`src/logic/fpFormatPkg.sv`:
```
// Single-precision layout only, subnormal encodings are classed as zero and never produced
package fpFormatPkg;

    // IEEE-754 binary32 word
    typedef struct packed
    {
        logic        sign;
        logic [7:0]  exponent;
        logic [22:0] fraction;
    } fpWord;

    // Operand kinds seen by the datapath
    typedef enum logic [1:0]
    {
        clsZero   = 2'd0,    // Also covers flushed subnormals
        clsNormal = 2'd1,
        clsInf    = 2'd2,
        clsNaN    = 2'd3
    } fpClass;

    // Supported operations
    typedef enum logic
    {
        opAdd = 1'b0,
        opSub = 1'b1
    } fpOp;

    // All-ones exponent marks infinity and NaN
    localparam logic [7:0] expMax = 8'd255;

    // Result of invalid operations such as inf - inf
    localparam fpWord canonicalNaN = '{
        sign:     1'b0,
        exponent: 8'hff,
        fraction: 23'h7fffff
    };

endpackage

```
`src/logic/fpAdderStagePkg.sv`:
```
// Stage records assume the binary32 layout, and field b carries B with the opcode already applied
package fpAdderStagePkg;

    import fpFormatPkg::*;

    // Output of the alignment stage
    typedef struct packed
    {
        logic        valid;
        fpWord       a;
        fpWord       b;            // Sign reflects subtract
        fpClass      classA;
        fpClass      classB;
        logic        signLarge;
        logic        signSmall;
        logic [7:0]  exponentOut;  // Exponent of the larger operand
        logic [23:0] mantLarge;    // Hidden bit included
        logic [23:0] mantSmall;    // Already shifted right
        logic        guardBit;
        logic        roundBit;
        logic        stickyBit;
        logic        effSub;
    } alignedPair;

    // Output of the significand adder
    typedef struct packed
    {
        logic        valid;
        fpWord       a;
        fpWord       b;
        fpClass      classA;
        fpClass      classB;
        logic        alignedSign;
        logic [7:0]  exponentOut;
        logic [23:0] alignedResult;
        logic        carryOut;
        logic        guardBit;
        logic        roundBit;
        logic        stickyBit;
        logic        exactZero;    // Subtraction cancelled to zero
    } sumResult;

endpackage

```
`src/logic/fpAlign.sv`:
```
// Subnormal operands are flushed to zero here and B leaves this stage with the opcode folded in
`timescale 1ns/1ps

module fpAlign
    import fpFormatPkg::*;
    import fpAdderStagePkg::*;
(
    input  logic       clk,
    input  logic       rstN,
    input  logic       inValid,
    input  fpOp        op,
    input  fpWord      a,
    input  fpWord      b,
    output alignedPair aligned
);

    fpClass      classA;
    fpClass      classB;
    fpWord       effB;
    logic [7:0]  expA, expB;
    logic [23:0] mantA, mantB;
    logic        aLarger;
    logic [7:0]  expDiff;
    logic [23:0] mantSmallRaw;
    logic [49:0] shiftedExt;
    alignedPair  nextPair;

    function automatic fpClass classify(input fpWord w);
        fpClass kind;
        if (w.exponent == 8'd0)
            kind = clsZero;
        else if (w.exponent == expMax)
            kind = (w.fraction != 23'd0) ? clsNaN : clsInf;
        else
            kind = clsNormal;
        return kind;
    endfunction

    always_comb
    begin
        classA = classify(a);
        classB = classify(b);

        // Subtract is an add with B negated
        effB = b;
        effB.sign = b.sign ^ (op == opSub);

        // Zero class drops exponent and hidden bit
        expA  = (classA == clsZero) ? 8'd0  : a.exponent;
        expB  = (classB == clsZero) ? 8'd0  : b.exponent;
        mantA = (classA == clsZero) ? 24'd0 : {1'b1, a.fraction};
        mantB = (classB == clsZero) ? 24'd0 : {1'b1, b.fraction};

        aLarger = {expA, mantA[22:0]} >= {expB, mantB[22:0]};   // Ties keep A on top

        expDiff      = aLarger ? (expA - expB) : (expB - expA);
        mantSmallRaw = aLarger ? mantB : mantA;

        nextPair.valid       = inValid;
        nextPair.a           = a;
        nextPair.b           = effB;
        nextPair.classA      = classA;
        nextPair.classB      = classB;
        nextPair.signLarge   = aLarger ? a.sign : effB.sign;
        nextPair.signSmall   = aLarger ? effB.sign : a.sign;
        nextPair.exponentOut = aLarger ? expA : expB;
        nextPair.mantLarge   = aLarger ? mantA : mantB;
        nextPair.effSub      = a.sign ^ effB.sign;

        // 26 spare bits hold every shifted-out bit up to a shift of 26
        shiftedExt = {mantSmallRaw, 26'd0} >> expDiff;
        if (expDiff > 8'd26)
        begin
            // Whole significand sits below the round bit
            nextPair.mantSmall = 24'd0;
            nextPair.guardBit  = 1'b0;
            nextPair.roundBit  = 1'b0;
            nextPair.stickyBit = |mantSmallRaw;
        end
        else
        begin
            nextPair.mantSmall = shiftedExt[49:26];
            nextPair.guardBit  = shiftedExt[25];
            nextPair.roundBit  = shiftedExt[24];
            nextPair.stickyBit = |shiftedExt[23:0];
        end
    end

    always_ff @(posedge clk)
    begin
        aligned <= nextPair;
        if (!rstN)
            aligned.valid <= 1'b0;
    end

endmodule

```
`src/logic/fpSignificandAdd.sv`:
```
// Relies on the alignment stage ordering operands by magnitude so a subtraction never goes negative
`timescale 1ns/1ps

module fpSignificandAdd
    import fpAdderStagePkg::*;
(
    input  logic       clk,
    input  logic       rstN,
    input  alignedPair aligned,
    output sumResult   sum
);

    logic [26:0] extLarge;
    logic [26:0] extSmall;
    logic [27:0] extSum;
    logic        cancelled;
    sumResult    nextSum;

    always_comb
    begin
        // Larger operand has no bits below its significand
        extLarge = {aligned.mantLarge, 3'b000};
        extSmall = {aligned.mantSmall, aligned.guardBit, aligned.roundBit, aligned.stickyBit};

        if (aligned.effSub)
            extSum = {1'b0, extLarge} - {1'b0, extSmall};
        else
            extSum = {1'b0, extLarge} + {1'b0, extSmall};

        cancelled = aligned.effSub && (extSum == 28'd0);

        nextSum.valid         = aligned.valid;
        nextSum.a             = aligned.a;
        nextSum.b             = aligned.b;
        nextSum.classA        = aligned.classA;
        nextSum.classB        = aligned.classB;
        nextSum.exponentOut   = aligned.exponentOut;
        nextSum.alignedResult = extSum[26:3];
        nextSum.carryOut      = extSum[27];   // Only an add can set this
        nextSum.guardBit      = extSum[2];
        nextSum.roundBit      = extSum[1];
        nextSum.stickyBit     = extSum[0];
        nextSum.exactZero     = cancelled;

        // Exact cancellation yields +0
        nextSum.alignedSign = cancelled ? 1'b0 : aligned.signLarge;
    end

    always_ff @(posedge clk)
    begin
        sum <= nextSum;
        if (!rstN)
            sum.valid <= 1'b0;
    end

endmodule

```
`src/logic/fpNormalize.sv`:
```
// Round to nearest even only, results below the smallest normal flush to signed zero
`timescale 1ns/1ps

module fpNormalize
    import fpFormatPkg::*;
    import fpAdderStagePkg::*;
(
    input  logic     clk,
    input  logic     rstN,
    input  sumResult sum,
    output logic     outValid,
    output fpWord    result
);

    logic [4:0]         zeroCount;
    logic [26:0]        shiftedExt;
    logic [23:0]        normMant;
    logic               guard, round, sticky;
    logic               roundUp;
    logic [24:0]        roundedMant;
    logic signed [9:0]  normExp;
    logic signed [9:0]  finalExp;
    fpWord              nextResult;

    // Leading zeros of a 24-bit significand, 24 when empty
    function automatic logic [4:0] countZeros(input logic [23:0] mant);
        logic [4:0] count;
        count = 5'd24;
        for (int i = 0; i < 24; i++)
            if (mant[i])
                count = 5'(23 - i);   // Highest set bit wins
        return count;
    endfunction

    always_comb
    begin
        zeroCount   = countZeros(sum.alignedResult);
        shiftedExt  = 27'd0;
        normMant    = 24'd0;
        guard       = 1'b0;
        round       = 1'b0;
        sticky      = 1'b0;
        normExp     = 10'sd0;
        roundUp     = 1'b0;
        roundedMant = 25'd0;
        finalExp    = 10'sd0;

        if (sum.carryOut)
        begin
            // One place right, old LSB becomes guard
            normMant = {1'b1, sum.alignedResult[23:1]};
            guard    = sum.alignedResult[0];
            round    = sum.guardBit;
            sticky   = sum.roundBit | sum.stickyBit;
            normExp  = 10'(sum.exponentOut) + 10'sd1;
        end
        else
        begin
            shiftedExt = {sum.alignedResult, sum.guardBit, sum.roundBit, sum.stickyBit}
                         << zeroCount;
            normMant   = shiftedExt[26:3];
            guard      = shiftedExt[2];
            round      = shiftedExt[1];
            sticky     = shiftedExt[0];
            normExp    = 10'(sum.exponentOut) - 10'(zeroCount);
        end

        // Ties go to the even significand
        roundUp     = guard & (round | sticky | normMant[0]);
        roundedMant = {1'b0, normMant} + 25'(roundUp);
        finalExp    = roundedMant[24] ? (normExp + 10'sd1) : normExp;

        if (sum.classA == clsNaN)
            nextResult = sum.a;
        else if (sum.classB == clsNaN)
            nextResult = sum.b;
        else if (sum.classA == clsInf && sum.classB == clsInf)
            nextResult = (sum.a.sign != sum.b.sign) ? canonicalNaN : sum.a;
        else if (sum.classA == clsInf)
            nextResult = sum.a;
        else if (sum.classB == clsInf)
            nextResult = sum.b;
        else if (sum.exactZero || (sum.alignedResult == 24'd0 && !sum.carryOut))
            nextResult = '{sign: sum.alignedSign, exponent: 8'd0, fraction: 23'd0};
        else if (finalExp >= 10'sd255)
        begin
            // Overflow to signed infinity
            nextResult = '{sign: sum.alignedSign, exponent: expMax, fraction: 23'd0};
        end
        else if (finalExp <= 10'sd0)
            nextResult = '{sign: sum.alignedSign, exponent: 8'd0, fraction: 23'd0};  // Flush
        else
        begin
            nextResult.sign     = sum.alignedSign;
            nextResult.exponent = finalExp[7:0];
            // Rounding carry leaves 1.000, so these bits are already zero
            nextResult.fraction = roundedMant[22:0];
        end
    end

    always_ff @(posedge clk)
    begin
        result <= nextResult;
        if (!rstN)
            outValid <= 1'b0;
        else
            outValid <= sum.valid;
    end

endmodule

```
`src/logic/fpAdder.sv`:
```
// Three-cycle latency with no back-pressure, so each result must be taken when outValid is high
`timescale 1ns/1ps

module fpAdder
    import fpFormatPkg::*;
    import fpAdderStagePkg::*;
(
    input  logic  clk,
    input  logic  rstN,
    input  logic  inValid,
    input  fpOp   op,
    input  fpWord a,
    input  fpWord b,
    output logic  outValid,
    output fpWord result
);

    alignedPair alignedStage;   // Stage 1 to stage 2
    sumResult   sumStage;       // Stage 2 to stage 3

    // Unpack, order and align
    fpAlign alignStage (
        .clk     (clk),
        .rstN    (rstN),
        .inValid (inValid),
        .op      (op),
        .a       (a),
        .b       (b),
        .aligned (alignedStage)
    );

    fpSignificandAdd addStage (
        .clk     (clk),
        .rstN    (rstN),
        .aligned (alignedStage),
        .sum     (sumStage)
    );

    // Renormalize, round and resolve specials
    fpNormalize normStage (
        .clk      (clk),
        .rstN     (rstN),
        .sum      (sumStage),
        .outValid (outValid),
        .result   (result)
    );

endmodule

```
`config.mk`:
```
export PLATFORM = sky130hd
export DESIGN_NAME = fpAdder
export DESIGN_NICKNAME = d
export VERILOG_FILES = /design/src/logic/fpFormatPkg.sv /design/src/logic/fpAdderStagePkg.sv /design/src/logic/fpAlign.sv /design/src/logic/fpSignificandAdd.sv /design/src/logic/fpNormalize.sv /design/src/logic/fpAdder.sv
export SDC_FILE = /design/constraint.sdc
export NUM_CORES = 1
export LEC_CHECK = 0
export BUFFER_PORTS_ARGS = -buffer_cell sky130_fd_sc_hd__buf_2
export CORE_MARGIN = 2
export CORE_UTILIZATION = 35
export DETAILED_ROUTE_END_ITERATION = 8
export SLEW_MARGIN = 20
export SYNTH_ARGS = -nofsm -noshare
export SYNTH_HDL_FRONTEND = slang
export SYNTH_HIERARCHICAL = 1
export SYNTH_SLANG_ARGS = --single-unit
```
`constraint.sdc`:
```
create_clock -name clk -period 12 [get_ports clk]
set_input_delay 1.8 -clock clk [delete_from_list [all_inputs] [get_ports clk]]
set_output_delay 1.8 -clock clk [all_outputs]
set_load 0.05 [all_outputs]
```
; ---- Yosys cells after proc, flatten, opt, wreduce, memory -nomap -nowiden
; Cells that the tools add are included.
[op_classes]
n_addsub = 8
n_bitwise = 6
n_lt_le_gt_ge = 4
muxes = 56
shifts = 2
n_reduce_logical = 15
n_eq_ne = 7
[ops]
columns = cell, count
row1 = $mux W32, 6
row2 = $mux W24, 5
row3 = $mux W31, 3
row4 = $mux W5, 16
row5 = $shr A50 B8 Y50, 1
row6 = $reduce_or A24 Y1, 2
row7 = $reduce_bool A23 Y1, 2
row8 = $mux W4, 8
row9 = $mux W8, 4
row10 = $ge A31 B31 Y1, 1
row11 = $add A27 B27 Y28, 1
row12 = $logic_not A28 Y1, 1
row13 = $mux W28, 1
row14 = $sub A27 B27 Y28, 1
row15 = $shl A27 B5 Y27, 1
row16 = $add A24 B1 Y25, 1
row17 = $logic_not A24 Y1, 1
row18 = $mux W10, 2
row19 = $eq A8 B8 Y1 const B, 2
row20 = $logic_not A8 Y1, 2
row21 = $sub A8 B8 Y8, 2
row22 = $add A10 B2 Y10 const B, 1
row23 = $ge A10 B9 Y1 const B, 1
row24 = $le A10 B1 Y1 const B, 1
row25 = other kinds (14), 32
[word_totals]
in_bits = 68
register_bits = 270

; ---- Logic depth before layout (Yosys ltp)
[depth]
word_depth = 40
ltp_mapped = 25
ltp_nobuf = 21

; ---- Hierarchy
; The synthesis kept the hierarchy.
[modules_own_cells]
columns = mod, cells_per_inst, area_each_um2, instances, seq_area_each_um2
row1 = fpAlign, 957, 7973.9, 1, 2622.5
row2 = fpNormalize, 848, 5826.8, 1, 660.6
row3 = fpSignificandAdd, 586, 5250.0, 1, 2142.1

; ---- Worst setup path after synthesis
; No wires, ideal clock.
[synth_path]
kind = input to register
startpoint = in b[27] (netlist bit)
endpoint = reg alignStage/aligned[1] (netlist name)
path_stages = 23
setup_slack_ps = 5262
arrival_time_ps = 6601
cell_sequence = or4_1 -> buf_6 -> or2_1 -> buf_4 -> clkbuf_1 -> clkbuf_1 -> nand2_1 -> ha_1 -> and3_1 -> a221o_1 -> a311o_1 -> a31oi_2 -> and2_1 -> buf_6 -> buf_8 -> a22oi_1 -> a2111oi_0 -> a221oi_1 -> mux2_2 -> a2bb2oi_1 -> a2111oi_0 -> and4b_1 -> o311ai_1
[synth_lines]
columns = item, line
row1 = start: declaration, fpAdder.sv:13  ; input fpWord b,

==> metrics.md <==
| Metric | Value |
|---|---|
| Post-Syn Nets | `between 2000 and 3000` |
| Final Hold Vio Count | `0` |
| Buffers on Ports | `100` |
| Number of max-cap violations | `0` |
| Initial drt markers | `between 2000 and 3000` |
| Register clock-pin slew on the reported worst setup and hold paths | `0.06 ns` |
| Slew margin rel. | `about a quarter` |
| Hold path endpoint | `addStage/sum[53]` |
| Fin crit share | `64.60%` |
| Maximum number of pins on one net before global-route repair | `59` |
| Max-slew violation count | `0` |
| Clock Tree Root | `clkbuf_16` |
| Clock Power Share | `between 20% and 30%` |
| Share of cells above drive strength 1 | `around an eighth` |
| Nets@finish | `around 2500` |
| Drt via density | `roughly 6.3` |
| CTS tree | `yes` |
| First-pass GRT wire length | `between 100 and 150 mm` |
| Hold depth | `0` |
| DR DRC count | `0` |
| H-tree levels | `1` |
| Initial Util | `around 35%` |
| Gpl congestion | `around 1.1` |
| Max Freq | `between 0.1 and 0.15 GHz` |
| Mapped Cells | `around 2400` |
| Int Pwr | `about 2100 µW` |
| Total number of vias | `between 15000 and 20000` |
| Syn. warnings | `6` |
| Setup CP Type | `in2reg` |
| Final setup vio count | `0` |
| Tot Pwr | `between 3000 and 4000 µW` |
| Gate power share | `46.7%` |
| Post-route ant nets | `0` |
| TritonCTS Buffers | `28` |
| Crit end category | `register` |
| Die width | `roughly 240 µm` |
| Status | `finished clean` |
| Initial antenna violation count | `2` |
| Reg2reg path depth | `20` |
| First-pass DRT Iterations | `6` |
| Final WL | `about 74 mm` |
| Design area | `20680 µm²` |
| Max Root-Sink Buffers | `3` |
| Hold_buf cts | `0` |
| Layout Utilization | `about two fifths` |
| Setup TNS | `0 ns` |
| Total global-route track usage | `around 25%` |
| Req. time, crit path | `roughly 12 ns` |
| Worst hold path startpoint | `alignStage/aligned[77]` |
| Area growth syn-to-layout | `8.728%` |
| Mapped cell area | `between 15000 and 20000 µm²` |
| Routed wire per std cell | `between 20 and 25 µm` |
| R2r startpoint | `addStage/sum[25]` |
| Sink Count | `270` |
| Num rows | `between 80 and 90` |
| Post-DP Area | `about 20000 µm²` |
| Worst Clk Skew | `approximately 0.025 ns` |
| Tmin final | `just under 8 ns` |
| Peak supply drop | `0.1000 mV` |
| Top Ports | `101` |
| Crit Path Max Fanout | `32` |
| Pwr Density | `186.8 nW/µm²` |
| WP data arrival | `around 8.2 ns` |
| Post-CTS Setup Bufs | `0` |
| Hold Crit Class | `reg2reg` |
| Worst-Skew Late Latency | `0.58 ns` |
| Psw | `approximately 1800 µW` |
| DP Wirelength | `around 58 mm` |
| Reg2reg setup slack | `around 4.6 ns` |
| Die H | `between 200 and 250 µm` |
| Switching share of power | `45.61%` |
| Flop pwr share | `30.4%` |
| Unrepaired setup endpoints after global routing | `no` |
| Syn Area/Cell | `between 7 and 8 µm²` |
| Reg-to-reg endpoint | `normStage/result[0]` |
| Number of global-route vias before repair | `around 18000` |
| Hold WS | `around 0.33 ns` |
| Critical Path Source Type | `primary input` |
| Resized Gates After CTS | `0` |
| Leak | `between 0.007 and 0.008 µW` |
| Die area | `roughly 56000 µm²` |
| Total grt overflow | `0` |
| Core area | `53810 µm²` |
| Worst Tran Pin Value | `between 1 and 1.5 ns` |
==> metal layers <==
metal / vias to the layer above / track usage (%) / routed length [µm]
met2: 1114 / 37.78 / 31350
met3: 211 / 4.733 / 7084
li1: 8838 / - / -
met1: 9249 / 34.37 / 31600
met5: - / 0 / 0
met4: 0 / 12.58 / 4117
==> sequential cells by signal, summed over array words and instances (netlist names) <==
register / count
normStage/result: 32
addStage/sum: 107
alignStage/aligned: 130
normStage/outValid: 1
==> cells in the final DEF, fill, tap and decap left out, types with 32 or more instances in the layout <==
master,n
xnor2_1,46
mux2i_1,45
ha_1,91
nor2_1,156
nand2_1,262
inv_1,91
nand3_1,87
a21oi_1,127
dfxtp_1,270
o21ai_0,155
nor4_1,32
nor3_1,72
o22ai_1,38
and2_1,33
o211ai_1,57
a211oi_1,36
buf_2,100
==> through the flow <==
| stage | cells | setup slack (ns) |
|---|---|---|
| detailed placement | 3037 | 3.850 |
| global placement | 3037 | 4.001 |
| floorplan | 2388 | 5.262 |
| finish | 3088 | 4.248 |
| CTS | 3087 | 4.447 |
| global route | 3088 | 3.951 |
==> worst max path at each step <==
stage	startpoint	end	slack, ns	cells past startpoint
CTS	a[23]	alignStage/aligned[1]	4.45	18
detailed placement	a[23]	alignStage/aligned[1]	3.85	18
finish	a[23]	alignStage/aligned[1]	4.25	18
global placement	a[24]	alignStage/aligned[1]	4.00	18
floorplan	b[27]	alignStage/aligned[1]	5.26	23
global route	a[23]	alignStage/aligned[1]	3.95	20
==> cell type report <==
class	count	area (µm²)
antenna	1	2.502
clock buffer	33	749.5
clock inverter	17	195.2
fill	5542	33130
inverter	96	360.3
multi-input combinational	1854	12440
sequential	270	5405
tap	696	870.8
timing repair buffer	121	658.1
==> power groups by stage <==
stage | sequential, µW | combinational [µW] | clock, µW
after global routing | 1190 | 1920 | 930
after CTS | 1170 | 1760 | 896
after floorplan | 1280 | 1150 | 0
after global placement | 1190 | 1750 | 0
after detailed placement | 1190 | 1750 | 0
final | 1180 | 1800 | 882
==> critical path, stage by stage <==
cell       delay [ns]
buf_2            0.16
nor4_2           0.43
nand2_1          0.69
nand2_1          0.33
inv_1            0.10
ha_1             0.34
and3_1           0.19
a221o_1          0.29
a311o_1          0.34
a31oi_2          0.29
nand2_2          0.45
nor2_4           0.81
mux2_4           0.39
a2111oi_4        0.37
o22ai_1          0.22
or2_1            0.40
a221o_1          0.35
o311ai_1         0.25
Power figures use the tool's default switching activity.
